<file path="config.mk">
export PLATFORM = sky130hd
export DESIGN_NAME = mipsControl
export DESIGN_NICKNAME = d
export VERILOG_FILES = /design/src/logic/ctrlPkg.sv /design/src/logic/mipsControl.sv /design/src/logic/controlWordRom.sv /design/src/logic/stateSequencer.sv /design/src/logic/instrDecoder.sv
export VERILOG_INCLUDE_DIRS = /design/src /design/src/logic
export SDC_FILE = /design/constraint.sdc
export NUM_CORES = 1
export LEC_CHECK = 0
export BUFFER_PORTS_ARGS = -buffer_cell sky130_fd_sc_hd__buf_2
export CAP_MARGIN = 20
export CORE_UTILIZATION = 48
export CTS_CLUSTER_DIAMETER = 100
export CTS_CLUSTER_SIZE = 14
export DETAILED_ROUTE_END_ITERATION = 8
export MAX_ROUTING_LAYER = met4
export PLACE_DENSITY = 0.81
export SLEW_MARGIN = 20
export SYNTH_ARGS = -nofsm -noshare
export SYNTH_HDL_FRONTEND = slang
export SYNTH_SLANG_ARGS = --single-unit
</file>
<file path="constraint.sdc">
create_clock -name clk -period 2.2 [get_ports clk]
set_clock_uncertainty 0.1 [all_clocks]
set_input_delay 0.11 -clock clk [delete_from_list [all_inputs] [get_ports clk]]
set_output_delay 0.11 -clock clk [all_outputs]
set_load 0.02 [all_outputs]
</file>
<file path="src/logic/ctrl_consts.svh">
`ifndef CTRL_CONSTS_SVH
`define CTRL_CONSTS_SVH

// opcodes
`define OP_RTYPE 6'h00
`define OP_J     6'h02
`define OP_JAL   6'h03
`define OP_BEQ   6'h04
`define OP_BNE   6'h05
`define OP_ADDI  6'h08
`define OP_ADDIU 6'h09
`define OP_LW    6'h23
`define OP_SW    6'h2b

// R-type funct codes
`define FN_JR    6'h08
`define FN_MULT  6'h18
`define FN_ADD   6'h20

`define MULT_CYCLES 33 // multiplier latency

`define ALU_LOAD 3'd0 // passes A through
`define ALU_ADD  3'd1
`define ALU_SUB  3'd2

`define PCSRC_ALU  3'd0
`define PCSRC_OUT  3'd1
`define PCSRC_JUMP 3'd2
`define PCSRC_EXC  3'd3 // handler address from MDR

`define IORD_PC     3'd0
`define IORD_ALUOUT 3'd1
`define IORD_BADOP  3'd2 // invalid-opcode vector slot
`define IORD_OVF    3'd3 // overflow vector slot

`define DST_RT 2'd0
`define DST_RD 2'd1
`define DST_RA 2'd2
`define DST_SP 2'd3

`define WB_ALUOUT 4'd0
`define WB_MDR    4'd1
`define WB_PC     4'd6
`define WB_SPINIT 4'd7 // reset value of the stack pointer

`endif
</file>
<file path="src/logic/ctrlPkg.sv">
package ctrlPkg;

    typedef enum logic [3:0] {
        clsAdd,
        clsAddi,
        clsAddiu,
        clsLw,
        clsSw,
        clsBeq,
        clsBne,
        clsJ,
        clsJal,
        clsJr,
        clsMult,
        clsBad
    } instrClass_t;

    typedef enum logic [4:0] {
        stInit,
        stFetch,
        stFetchWait,
        stIrLoad,
        stDecode,
        stAluRR,
        stAddWb,
        stAluImm,
        stAddiWb,
        stAddr,
        stSwWrite,
        stMemRead,
        stMemWait,
        stMdrLoad,
        stLwWb,
        stBeq,
        stBne,
        stJalLink,
        stJump,
        stJr,
        stOvf,
        stBadOp,
        stExcWait,
        stExcMdr,
        stExcJump,
        stMultStart,
        stMultWait,
        stMultDone
    } ctrlState_t;

    typedef struct packed {
        logic       pcWrite;
        logic       pcWriteCond;
        logic [2:0] pcSrc;
        logic [1:0] eqOrNe; // 2'b10 eq, 2'b01 ne
    } pcCtrl_t;

    typedef struct packed {
        logic [2:0] iorD;
        logic       memWrite;
        logic       irWrite;
        logic       mdrLoad;
    } memCtrl_t;

    typedef struct packed {
        logic       aluSrcA;     // 0 pc, 1 reg A
        logic [1:0] aluSrcB;     // reg B, 4, imm, imm<<2
        logic [2:0] aluOp;
        logic       aluOutSrc;
        logic       aluOutWrite;
    } aluCtrl_t;

    typedef struct packed {
        logic       regWrite;
        logic [1:0] regDst;
        logic [3:0] memToReg;
        logic       regALoad;
        logic       regBLoad;
    } regCtrl_t;

    typedef struct packed {
        logic multInit;
        logic hiLoSrc;
        logic hiLoWrite;
        logic epcWrite;
    } multCtrl_t;

    typedef struct packed {
        pcCtrl_t   pc;
        memCtrl_t  mem;
        aluCtrl_t  alu;
        regCtrl_t  reg_;
        multCtrl_t mult;
    } ctrlWord_t;

endpackage

</file>
<file path="src/logic/mipsControl.sv">
module mipsControl (
    input  logic               clk,
    input  logic               reset,
    input  logic [5:0]         opcode,
    input  logic [5:0]         funct,
    input  logic               overflow,
    output ctrlPkg::ctrlWord_t ctrl
);

    ctrlPkg::instrClass_t cls;
    ctrlPkg::ctrlState_t  state;

    instrDecoder decoder (
        .opcode (opcode),
        .funct  (funct),
        .cls    (cls)
    );

    stateSequencer sequencer (
        .clk      (clk),
        .reset    (reset),
        .cls      (cls),
        .overflow (overflow),
        .state    (state)
    );

    // Moore outputs, decoded from state alone
    controlWordRom ctrlRom (
        .state (state),
        .ctrl  (ctrl)
    );

endmodule

</file>
<file path="src/logic/controlWordRom.sv">
`include "ctrl_consts.svh"

module controlWordRom (
    input  ctrlPkg::ctrlState_t state,
    output ctrlPkg::ctrlWord_t  ctrl
);

    always_comb begin
        ctrl = '0;
        case (state)
            ctrlPkg::stInit: begin // load sp with its reset value
                ctrl.reg_.regWrite = 1'b1;
                ctrl.reg_.regDst   = `DST_SP;
                ctrl.reg_.memToReg = `WB_SPINIT;
            end
            ctrlPkg::stFetch: begin // pc <= pc + 4
                ctrl.pc.pcWrite    = 1'b1;
                ctrl.pc.pcSrc      = `PCSRC_ALU;
                ctrl.mem.iorD      = `IORD_PC;
                ctrl.alu.aluSrcB   = 2'd1;
                ctrl.alu.aluOp     = `ALU_ADD;
            end
            ctrlPkg::stFetchWait: begin
                ctrl = '0;
            end
            ctrlPkg::stIrLoad: begin
                ctrl.mem.irWrite = 1'b1;
            end
            ctrlPkg::stDecode: begin
                ctrl.reg_.regALoad   = 1'b1;
                ctrl.reg_.regBLoad   = 1'b1;
                ctrl.alu.aluSrcB     = 2'd3; // branch offset
                ctrl.alu.aluOp       = `ALU_ADD;
                ctrl.alu.aluOutWrite = 1'b1;
            end
            ctrlPkg::stAluRR: begin
                ctrl.alu.aluSrcA     = 1'b1;
                ctrl.alu.aluOp       = `ALU_ADD;
                ctrl.alu.aluOutWrite = 1'b1;
            end
            ctrlPkg::stAluImm, ctrlPkg::stAddr: begin
                ctrl.alu.aluSrcA     = 1'b1;
                ctrl.alu.aluSrcB     = 2'd2; // sign-extended imm
                ctrl.alu.aluOp       = `ALU_ADD;
                ctrl.alu.aluOutWrite = 1'b1;
            end
            ctrlPkg::stAddWb: begin
                ctrl.reg_.regWrite = 1'b1;
                ctrl.reg_.regDst   = `DST_RD;
                ctrl.reg_.memToReg = `WB_ALUOUT;
            end
            ctrlPkg::stAddiWb: begin
                ctrl.reg_.regWrite = 1'b1;
                ctrl.reg_.regDst   = `DST_RT;
                ctrl.reg_.memToReg = `WB_ALUOUT;
            end
            ctrlPkg::stSwWrite: begin
                ctrl.mem.iorD     = `IORD_ALUOUT;
                ctrl.mem.memWrite = 1'b1;
            end
            ctrlPkg::stMemRead: begin
                ctrl.mem.iorD = `IORD_ALUOUT; // memory latches the address here
            end
            ctrlPkg::stMdrLoad, ctrlPkg::stExcMdr: begin
                ctrl.mem.mdrLoad = 1'b1;
            end
            ctrlPkg::stLwWb: begin
                ctrl.reg_.regWrite = 1'b1;
                ctrl.reg_.regDst   = `DST_RT;
                ctrl.reg_.memToReg = `WB_MDR;
            end
            ctrlPkg::stBeq, ctrlPkg::stBne: begin
                ctrl.pc.pcWriteCond = 1'b1;
                ctrl.pc.pcSrc       = `PCSRC_OUT; // target from decode
                ctrl.pc.eqOrNe      = (state == ctrlPkg::stBeq) ? 2'b10 : 2'b01;
                ctrl.alu.aluSrcA    = 1'b1;
                ctrl.alu.aluOp      = `ALU_SUB;
            end
            ctrlPkg::stJalLink: begin
                ctrl.reg_.regWrite = 1'b1;
                ctrl.reg_.regDst   = `DST_RA;
                ctrl.reg_.memToReg = `WB_PC;
            end
            ctrlPkg::stJump: begin
                ctrl.pc.pcWrite = 1'b1;
                ctrl.pc.pcSrc   = `PCSRC_JUMP;
            end
            ctrlPkg::stJr: begin
                ctrl.pc.pcWrite  = 1'b1;
                ctrl.pc.pcSrc    = `PCSRC_ALU;
                ctrl.alu.aluSrcA = 1'b1;
                ctrl.alu.aluOp   = `ALU_LOAD; // rs straight through
            end
            // epc gets pc - 4, handler address read from the vector slot
            ctrlPkg::stOvf, ctrlPkg::stBadOp: begin
                ctrl.mult.epcWrite = 1'b1;
                ctrl.mem.iorD      = (state == ctrlPkg::stOvf) ? `IORD_OVF : `IORD_BADOP;
                ctrl.alu.aluSrcB   = 2'd1;
                ctrl.alu.aluOp     = `ALU_SUB;
            end
            ctrlPkg::stExcJump: begin
                ctrl.pc.pcWrite = 1'b1;
                ctrl.pc.pcSrc   = `PCSRC_EXC;
            end
            ctrlPkg::stMultStart: begin
                ctrl.mult.multInit = 1'b1;
            end
            ctrlPkg::stMultDone: begin
                ctrl.mult.hiLoSrc   = 1'b1; // product into hi/lo
                ctrl.mult.hiLoWrite = 1'b1;
            end
            default: begin
                ctrl = '0; // waits and unused encodings
            end
        endcase
    end

endmodule

</file>
<file path="src/logic/stateSequencer.sv">
`include "ctrl_consts.svh"

module stateSequencer (
    input  logic                 clk,
    input  logic                 reset,
    input  ctrlPkg::instrClass_t cls,
    input  logic                 overflow,
    output ctrlPkg::ctrlState_t  state
);

    ctrlPkg::ctrlState_t nextState;
    logic [5:0]          mulCount;

    always_ff @(posedge clk) begin
        if (reset) begin
            state    <= ctrlPkg::stInit;
            mulCount <= '0;
        end else begin
            state <= nextState;
            if (state == ctrlPkg::stMultStart) begin
                mulCount <= 6'(`MULT_CYCLES - 1);
            end else if (mulCount != '0) begin
                mulCount <= mulCount - 6'd1;
            end
        end
    end

    always_comb begin
        nextState = ctrlPkg::stFetch; // most execute states end here
        case (state)
            ctrlPkg::stInit:      nextState = ctrlPkg::stFetch;
            ctrlPkg::stFetch:     nextState = ctrlPkg::stFetchWait;
            ctrlPkg::stFetchWait: nextState = ctrlPkg::stIrLoad;
            ctrlPkg::stIrLoad:    nextState = ctrlPkg::stDecode;
            ctrlPkg::stDecode: begin
                case (cls)
                    ctrlPkg::clsAdd:   nextState = ctrlPkg::stAluRR;
                    ctrlPkg::clsAddi:  nextState = ctrlPkg::stAluImm;
                    ctrlPkg::clsAddiu: nextState = ctrlPkg::stAluImm;
                    ctrlPkg::clsLw:    nextState = ctrlPkg::stAddr;
                    ctrlPkg::clsSw:    nextState = ctrlPkg::stAddr;
                    ctrlPkg::clsBeq:   nextState = ctrlPkg::stBeq;
                    ctrlPkg::clsBne:   nextState = ctrlPkg::stBne;
                    ctrlPkg::clsJ:     nextState = ctrlPkg::stJump;
                    ctrlPkg::clsJal:   nextState = ctrlPkg::stJalLink;
                    ctrlPkg::clsJr:    nextState = ctrlPkg::stJr;
                    ctrlPkg::clsMult:  nextState = ctrlPkg::stMultStart;
                    default:           nextState = ctrlPkg::stBadOp;
                endcase
            end
            // overflow is valid while the ALU state computes the sum
            ctrlPkg::stAluRR: begin
                nextState = overflow ? ctrlPkg::stOvf : ctrlPkg::stAddWb;
            end
            ctrlPkg::stAluImm: begin
                if (cls == ctrlPkg::clsAddiu) begin
                    nextState = ctrlPkg::stAddiWb; // unsigned add never traps
                end else if (overflow) begin
                    nextState = ctrlPkg::stOvf;
                end else begin
                    nextState = ctrlPkg::stAddiWb;
                end
            end
            ctrlPkg::stAddr: begin
                if (cls == ctrlPkg::clsSw) begin
                    nextState = ctrlPkg::stSwWrite;
                end else begin
                    nextState = ctrlPkg::stMemRead;
                end
            end
            ctrlPkg::stMemRead:   nextState = ctrlPkg::stMemWait;
            ctrlPkg::stMemWait:   nextState = ctrlPkg::stMdrLoad;
            ctrlPkg::stMdrLoad:   nextState = ctrlPkg::stLwWb;
            ctrlPkg::stJalLink:   nextState = ctrlPkg::stJump;
            ctrlPkg::stOvf:       nextState = ctrlPkg::stExcWait;
            ctrlPkg::stBadOp:     nextState = ctrlPkg::stExcWait;
            ctrlPkg::stExcWait:   nextState = ctrlPkg::stExcMdr;
            ctrlPkg::stExcMdr:    nextState = ctrlPkg::stExcJump;
            ctrlPkg::stMultStart: nextState = ctrlPkg::stMultWait;
            ctrlPkg::stMultWait: begin
                if (mulCount == '0) begin
                    nextState = ctrlPkg::stMultDone;
                end else begin
                    nextState = ctrlPkg::stMultWait;
                end
            end
            default: nextState = ctrlPkg::stFetch;
        endcase
    end

    // counter only runs while waiting on the multiplier
    assert property (@(posedge clk) disable iff (reset)
        (mulCount != '0) |-> (state == ctrlPkg::stMultWait));

    // stInit lasts one cycle past reset and nothing else reaches it
    assert property (@(posedge clk) disable iff (reset)
        (state == ctrlPkg::stInit) |-> $past(reset));

    // ir only loads two cycles after the fetch read
    assert property (@(posedge clk) disable iff (reset)
        (state == ctrlPkg::stIrLoad) |-> ($past(state) == ctrlPkg::stFetchWait));

endmodule

</file>
<file path="src/logic/instrDecoder.sv">
`include "ctrl_consts.svh"

module instrDecoder (
    input  logic [5:0]          opcode,
    input  logic [5:0]          funct,
    output ctrlPkg::instrClass_t cls
);

    always_comb begin
        case (opcode)
            `OP_RTYPE: begin
                case (funct)
                    `FN_ADD:  cls = ctrlPkg::clsAdd;
                    `FN_JR:   cls = ctrlPkg::clsJr;
                    `FN_MULT: cls = ctrlPkg::clsMult;
                    default:  cls = ctrlPkg::clsBad; // unsupported funct
                endcase
            end
            `OP_ADDI: begin
                cls = ctrlPkg::clsAddi;
            end
            `OP_ADDIU: begin
                cls = ctrlPkg::clsAddiu;
            end
            `OP_LW: begin
                cls = ctrlPkg::clsLw;
            end
            `OP_SW: begin
                cls = ctrlPkg::clsSw;
            end
            `OP_BEQ: begin
                cls = ctrlPkg::clsBeq;
            end
            `OP_BNE: begin
                cls = ctrlPkg::clsBne;
            end
            `OP_J: begin
                cls = ctrlPkg::clsJ;
            end
            `OP_JAL: begin
                cls = ctrlPkg::clsJal;
            end
            default: begin
                cls = ctrlPkg::clsBad;
            end
        endcase
    end

endmodule

</file>
# ---- Word level (Yosys, flattened, before mapping)
# Memories as Yosys holds them, arrays and structs flattened.
# Cells that the tools add are included.
dict set report word_totals {
  memories 1
  rom_bits 80
  word_cells 91
  register_bits 11
  input_bits 15
  output_inout_bits 34
}
dict set report op_classes {
  eq_ne 40
  reduce_logical 17
  add_sub_neg 1
  mux 29
}
# name words width rd rd_ports_with_merged_regs write_ports line
set memory_table {}
lappend memory_table {{(name not given)} 16 5 1 0 0 stateSequencer.sv:36} ;# case (cls)
# operator n
set ops {}
lappend ops {{one-hot mux 5 bit (16 select lines)} 1}
lappend ops {{== test 5 bit, second input constant} 12}
lappend ops {{== test 5 x 4 -> 1 bit, second input constant} 8}
lappend ops {{one-hot mux 4 bit (9 select lines)} 1}
lappend ops {{one-hot mux 7 bit (5 select lines)} 1}
lappend ops {{== test 5 x 3 -> 1 bit, second input constant} 4}
lappend ops {{== test 6 x 4 -> 1 bit, second input constant} 3}
lappend ops {{== test 6 bit, second input constant} 3}
lappend ops {{2-to-1 mux 5 bit} 3}
lappend ops {{== test 6 x 2 -> 1 bit, second input constant} 2}
lappend ops {{== test 6 x 3 -> 1 bit, second input constant} 2}
lappend ops {{logical NOT 6 bit} 2}
lappend ops {{2-to-1 mux 1 bit} 12}
lappend ops {{2-to-1 mux 6 bit} 2}
lappend ops {{one-hot mux 2 bit (3 select lines)} 2}
lappend ops {{one-hot mux 4 bit (3 select lines)} 1}
lappend ops {{OR reduction 2 bit} 6}
lappend ops {{OR reduction 4 bit} 3}
lappend ops {{== test 5 x 2 -> 1 bit, second input constant} 2}
lappend ops {{2-to-1 mux 2 bit} 4}
lappend ops {{== test 6 x 5 -> 1 bit, second input constant} 1}
lappend ops {{one-hot mux 3 bit (2 select lines)} 1}
lappend ops {{nonzero test 6 bit} 1}
lappend ops {{OR reduction 6 bit} 1}
lappend ops {{other kinds (9)} 9}

# ---- Logic depth before layout (Yosys ltp)
# Gate-level depths: netlist of the first run.
dict set report logic_depth {
  word_depth 6
  depth_mapped 10
  mapped_depth_nobuf 9
}

# ---- By module
# A second synthesis of the first run with hierarchy kept.
dict set report hier_totals {
  cells_unflattened 238
  area_unflattened_um2 1694.1
}
# mod cells_each area_per_inst_um2 instances
set modules_own_cells {}
lappend modules_own_cells {stateSequencer 113 879.6 1}
lappend modules_own_cells {controlWordRom 87 535.5 1}
lappend modules_own_cells {instrDecoder 38 279.0 1}

# ---- Least setup slack after synthesis of the first run
# No wires, ideal clock.
dict set report synth_path {
  kind {input to register}
  from {input port opcode[0]}
  to {register sequencer.state[1]}
  t_required_ps 1983
  setup_ps 117
  arrival_time_ps 2011
  setup_slack_ps -28
  stages 8
  n_path_buf 1
  cell_sequence {buf_4 or3_1 a21boi_0 a31o_2 nand2_1 ha_1 or4_1 a32o_1}
}
dict set report synth_between {
  elab_chain_cells 5
  word_cells_on_any_way 14
}
# element line
set synth_rtl {}
lappend synth_rtl {{from (decl)} mipsControl.sv:4} ;# input logic [5:0] opcode,
lappend synth_rtl {{== test 6 x 2 -> 1 bit (tied with other cells)} instrDecoder.sv:10} ;# case (opcode)
lappend synth_rtl {{one-hot mux 4 bit (9 select lines) (*)} instrDecoder.sv:10}
lappend synth_rtl {{branches (longest 2 deep; another with memory read (16 x 5 bit))} -}
lappend synth_rtl {{one-hot mux 5 bit (16 select lines) (*)} stateSequencer.sv:30} ;# case (state)
lappend synth_rtl {{to (signal assigned)} stateSequencer.sv:16} ;# state <= ctrlPkg::stInit;
lappend synth_rtl {{to (signal assigned)} stateSequencer.sv:19} ;# state <= nextState;
lappend synth_rtl {{to (decl)} stateSequencer.sv:8} ;# output ctrlPkg::ctrlState_t state
# Every way passes the cells marked *.
# A chain may end at the register's enable or synchronous reset.

==> results.md, run 1 <==
* DRC violation total after the first TritonRoute iteration at 168
* Cts bufs inserted at 3
* Most frequent cells after synthesis: nor2_1 (24), nand2_1 (19), nor3_1 (17), a21oi_1 (15), o21ai_0 (12)
* Global route overflow at 0
* Total track usage at 23.3%
* Synth Flop Type: dfxtp_1
* FF+latch count, synth at 11
* Die width at 61.2 um
* Sequential cell area at 223 um2
* Number of flops mapped to enable cells by yosys at 0
* Routed via count at 1932
* Overall die height at 61.2 um
* Starting Density at 50.4%
* Internal power at 616 uW
* DRT Pass-1 Iters at 4
* Worst-Skew Late Latency at 0.26 ns
* Maximum VDD drop at 351 uV
* Pwr/cell area at 579 nW/um2
* Synthesized area per cell at 6.76 um2
* Initial antenna violation count at 0
* Sequential share of power at 28.0%
* Placement Setup Slack at -0.112 ns
* Sequential area share after synthesis at 13.1%
* CP max stage delay at 0.51 ns
* Final ANT Viol Nets at 0
* Worst Path Required at 1.99 ns
* WHS Path Cells at 2
* Crit Reg-Reg Startpoint: sequencer.state[0]
* Share of layout cells above drive strength 1 at 27.2%
* Fillers at 320
* DP HPWL at 3.31 mm
* Power share of the clock group at 11.1%
* Fmax at 477 MHz
* Min-Delay Endpoint: sequencer.mulCount[5]
* DP Cell Count at 332
* Worst Setup Path Type: register to output port
* Final setup viols at 0
* Fin cells at 336
* Static leakage at 0.885 nW
* CTS root buf: clkbuf_4
* Drt total wl at 4.20 mm
* Final Max Tran Viols at 0
* Worst EP arrival at 1.89 ns
* Synth top area cells: dfxtp_1 (13%), nor2_1 (5.4%), nor3_1 (5.1%), xnor2_1 (4.7%), a21oi_1 (4.5%)
* Most numerous cell in the Yosys netlist: nor2_1
* Min-Delay Path Class: input pin to register
* Combinational cell fraction of total power at 60.9%
* Htree depth at 1
* Largest area contributor in the netlist: dfxtp_1
* Area occupied by multi-input gates at 1290 um2
* R2R Setup Slk at 0.29 ns
* Synth unique cells at 60
* HP Start: reset
* Vias in the first global route at 1596
* Worst path slowest cell: dfxtp_1
* Status: finished clean
* I/O Buffers at 43
* Sw frac at 46.5%
* Switching component of the power at 534 uW
* Nets at 311
* Number of remaining DRC errors at 0
* Area of the core at 3340 um2
* Worst slew pin tran at 0.543 ns
* Yosys warns at 0
* Reg-to-Reg End: sequencer.state[2]
* Async SR Flop Fraction at 0%
* Critical path, cell by cell: buf_4 -> nand2b_1 -> nor3_1 -> or3_1 -> buf_2
* Critical path launch point type: register
* Vias per cell at 5.75
* Cell family contributing the most delay on the critical path: simple AND/OR/NAND/NOR gates
* Final hold violation count at 0
* Fin crit share at 95.3%
* Post-synth top area share at 13.1%
* Clock Path Buffers at 2
* Total Power at 1.15 mW
* Sink Count at 11
* Relative slew slack at 63.5%
* Mapped cell area at 1680 um2
* Worst setup EP type: output port
* Die area at 3750 um2
* Max Cap Viol at 0
* Final GP Congestion at 0.946
* Hold WS at 0.0525 ns
* WL/cell at 12.5 um
* Reg2Reg Depth at 5
* Cells after synthesis at 249
* First-pass GRT wire length at 6.68 mm
* Period minus WS final at 2.10 ns
* Clock transition at path regs at 0.07 ns
* Num ports at 49
* WP buf/inv at 2
* Crit-path max FO at 10
* Final Worst Setup Slack at 0.103 ns
* Fin util at 59.5%
* Antenna cells at 0
* Area growth from synthesis to layout at 18.1%
* CTS tree: built
* RSZ-0062 raised after global routing: no
* Largest net degree at the start of global routing at 23
* Site Rows at 21
[metrics by stage]
stage | TNS (ns) | area, um2
2_1_floorplan | 0 | 1700
3_3_place_gp | -0.0451 | 1960
3_5_place_dp | -0.112 | 1960
4_1_cts | 0 | 1980
5_1_grt | 0 | 1990
6_report | 0 | 1990
[repair_timing]
action / 4_1_cts / 5_1_grt
gates resized for setup: 0 / 2
hold buffers: 0 / 0
buffers inserted: 0 / 0
setup endpoints to repair: 0 / 8
[per-layer routing]
metal  global-route usage (%)  part of all wire [%]
met2                     41.0                    49
met1                     29.1                    45
met5                        -                     0
met4                     3.90                  0.33
met3                     2.31                   5.9
[logic make-up (layout without fill, tap and decap cells)]
family | after synthesis | count (layout) | synth area share [%]
XOR/XNOR | 12 | 12 | 6.25
multiplexers | 1 | 1 | 0.595
adder cells (fa/ha/maj) | 5 | 5 | 3.72
flip-flops | 11 | 11 | 13.1
AND/OR/NAND/NOR | 117 | 117 | 37.3
other | 1 | 5 | 0.223
AO/OA/AOI/OAI | 66 | 66 | 27.7
buffers and inverters | 36 | 73 | 11.1
[registers in the layout, indices dropped and copies added (netlist names)]
| register | cells |
|---|---|
| sequencer.state | 5 |
| sequencer.mulCount | 6 |
[power by group through the flow]
stage	clock network, mW	registers (mW)	logic [mW]
after floorplan	0	0.302	0.561
after CTS	0.133	0.321	0.699
after global routing	0.145	0.333	0.789
after global placement	0	0.321	0.675
final	0.127	0.322	0.701
after detailed placement	0	0.325	0.692
[cell usage in the layout, fill, tap and decap left out, types with 3 or more instances in the layout]
master	synthesis	layout
buf_2	5	43
nor2_1	24	24
buf_4	10	20
nand2_1	19	19
nor3_1	17	17
a21oi_1	15	15
o21ai_0	12	12
nand2b_1	11	11
xnor2_1	9	9
dfxtp_1	11	9
inv_1	6	6
or3_1	6	6
nand3_1	5	5
nor2b_1	5	5
o21bai_1	5	5
ha_1	5	5
conb_1	1	5
nand3b_1	4	4
or4_1	4	4
and2_1	3	3
xor2_1	3	3
and3_1	3	3
nor4_1	3	3
o211ai_1	3	3
nand4_1	3	3
clkbuf_4	0	3
[final cells by class]
type	count	share of cell area [%]
inverter	6	1.13
clock inverter	1	0.252
sequential	11	11.2
clock buffer	3	1.13
timing repair buffer	63	18.4
tap	46	2.90
multi-input combinational	206	65.0
[how the worst max path moves through the flow]
stage	slack, ns	end	from	cells past startpoint
after global placement	-0.05	sequencer.state[1]	opcode[2]	9
after detailed placement	-0.11	sequencer.state[1]	opcode[2]	9
final	0.10	ctrl[16]	sequencer.state[2]	5
after global routing	0.01	ctrl[16]	sequencer.state[2]	5
after floorplan	0.001	sequencer.state[1]	opcode[0]	8
after CTS	0.03	ctrl[20]	sequencer.state[4]	4
(Power assumes the default switching activity.)
==> run 2: changes to the inputs <==
Settings changed: RECOVER_POWER from default to 100.
==> run 2 against run 1 <==
Total power shrank 1.0%. Core utilization shrank 0.82 points. Worst hold slack is essentially flat. Non-clock buffer count is the same. First-iteration DRC count shrank 0.60%. Worst setup slack gained 0.0070 ns. Critical path type unchanged. Largest cell class unchanged.
==> results.md, run 2 (same netlist as run 1, synthesis figures left out) <==
* Status: finished clean
* Reg2Reg Depth at 5
* Sequential share of power at 28.3%
* Worst Path Required at 1.99 ns
* DRC violation total after the first TritonRoute iteration at 167
* Maximum VDD drop at 351 uV
* Max FFs per register at 6
* WHS Path Cells at 2
* Fin cells at 336
* Fin crit share at 95.0%
* Worst Setup Path Type: register to output port
* Total track usage at 23.3%
* Crit Reg-Reg Startpoint: sequencer.state[0]
* Worst EP arrival at 1.88 ns
* Max Cap Viol at 0
* Routed via count at 1927
* Crit-path max FO at 10
* Sink Count at 11
* Combinational cell fraction of total power at 60.5%
* Most flops, register: sequencer.mulCount
* DP HPWL at 3.31 mm
* Final hold violation count at 0
* Top Registers: sequencer.mulCount: 6 flops, sequencer.state: 5 flops
* Final setup viols at 0
* Switching component of the power at 537 uW
* Number of remaining DRC errors at 0
* Site Rows at 21
* Internal power at 601 uW
* Die area at 3750 um2
* Power share of the clock group at 11.2%
* Worst path slowest cell: dfxtp_1
* CTS root buf: clkbuf_4
* Area growth from synthesis to layout at 16.4%
* Largest net degree at the start of global routing at 23
* R2R Setup Slk at 0.30 ns
* Global route overflow at 0
* Final GP Congestion at 0.946
* Share of layout cells above drive strength 1 at 20.3%
* DRT Pass-1 Iters at 4
* Sw frac at 47.2%
* Setup TNS at 0 ns
* Reg-to-Reg End: sequencer.state[2]
* Postcts setup bufs at 0
* Critical path launch point type: register
* Period minus WS final at 2.09 ns
* Vias in the first global route at 1596
* CP max stage delay at 0.51 ns
* Cts bufs inserted at 3
* Total Power at 1.14 mW
* Fillers at 338
* Min-Delay Path Class: input pin to register
* Initial antenna violation count at 0
* Overall die height at 61.2 um
* Drt total wl at 4.24 mm
* Area of the core at 3340 um2
* Htree depth at 1
* Min-Delay Endpoint: sequencer.mulCount[5]
* Most common cell after layout, fill and taps aside: nor2_1
* RSZ-0062 raised after global routing: no
* Antenna cells at 0
* CTS tree: built
* Relative slew slack at 63.6%
* Most frequent cells in the layout: nor2_1 (24), buf_2 (20), clkbuf_1 (20), nand2_1 (19), buf_4 (19)
* I/O Buffers at 43
* Static leakage at 0.809 nW
* Num ports at 49
* First-pass GRT wire length at 6.68 mm
* HP Start: reset
* CTS hold repair buffers at 0
* Post-CTS Resized at 0
* Vias per cell at 5.74
* DP Cell Count at 332
* Clock transition at path regs at 0.07 ns
* Nets at 311
* Starting Density at 50.4%
* WL/cell at 12.6 um
* Worst slew pin tran at 0.542 ns
* Die width at 61.2 um
* Final Max Tran Viols at 0
* Worst setup EP type: output port
* Critical path, cell by cell: buf_4 -> nand2b_1 -> nor3_1 -> or3_1 -> buf_2
* Pwr/cell area at 581 nW/um2
* Fmax at 478 MHz
* Worst-Skew Late Latency at 0.26 ns
* Final ANT Viol Nets at 0
* Clock Path Buffers at 2
[run 2: cell count changes in the layout (fill, tap and decap cells not counted), sizes merged]
cell / change
clkbuf: +24
buf: -24
[run 2: final cells by class]
type / count / area, um2 / area share (%)
inverters: 6 / 22.5 / 1.15
clock buffers: 3 / 22.5 / 1.15
well taps: 46 / 57.6 / 2.94
multi-input cells: 206 / 1290 / 65.9
clock inverters: 1 / 5.00 / 0.255
repair buffers: 63 / 338 / 17.2
flip-flops and latches: 11 / 223 / 11.4
[run 2: worst max-delay path by stage]
| stage | slack (ns) | to | cells after the start | from |
|---|---|---|---|---|
| after floorplan | 0.001 | sequencer.state[1] | 8 | opcode[0] |
| after global placement | -0.05 | sequencer.state[1] | 9 | opcode[2] |
| after detailed placement | -0.11 | sequencer.state[1] | 9 | opcode[2] |
| after CTS | 0.03 | ctrl[20] | 4 | sequencer.state[4] |
| after global routing | 0.01 | ctrl[20] | 6 | sequencer.state[3] |
| final | 0.11 | ctrl[16] | 5 | sequencer.state[2] |
[run 2: worst max-delay path: cells and delay by family, from the launching register on]
family,cells,cell delay [ns]
buffers and inverters,2,0.39
flip-flops,1,0.51
AND/OR/NAND/NOR,3,0.72
[run 2: stage by stage]
| step | setup slack, ns | hold WS (ns) | util, % | instance area [um2] |
|---|---|---|---|---|
| after global routing | 0.00999 | 0.0521 | 58.7 | 1960 |
| after global placement | -0.0451 | 0.316 | 58.6 | 1960 |
| after floorplan | 0.00104 | 0.279 | - | 1700 |
| after detailed placement | -0.112 | 0.326 | 58.6 | 1960 |
| final | 0.110 | 0.0530 | 58.7 | 1960 |
| after CTS | 0.0307 | 0.0416 | 59.5 | 1980 |
[run 2: routing by layer]
layer / track usage [%] / vias up / share of wire, %
met3: 2.31 / 2 / 5.3
li1: - / 967 / -
met4: 3.90 / 0 / 0.33
met5: - / - / 0
met1: 29.1 / 887 / 46
met2: 41.0 / 71 / 49
[run 2: power groups by stage]
stage          Sequential, mW  Clock (mW)  Combinational, mW
2_1_floorplan           0.302           0              0.561
4_1_cts                 0.321       0.133              0.699
3_3_place_gp            0.321           0              0.675
6_report                0.322       0.127              0.689
5_1_grt                 0.333       0.145              0.776
3_5_place_dp            0.325           0              0.692
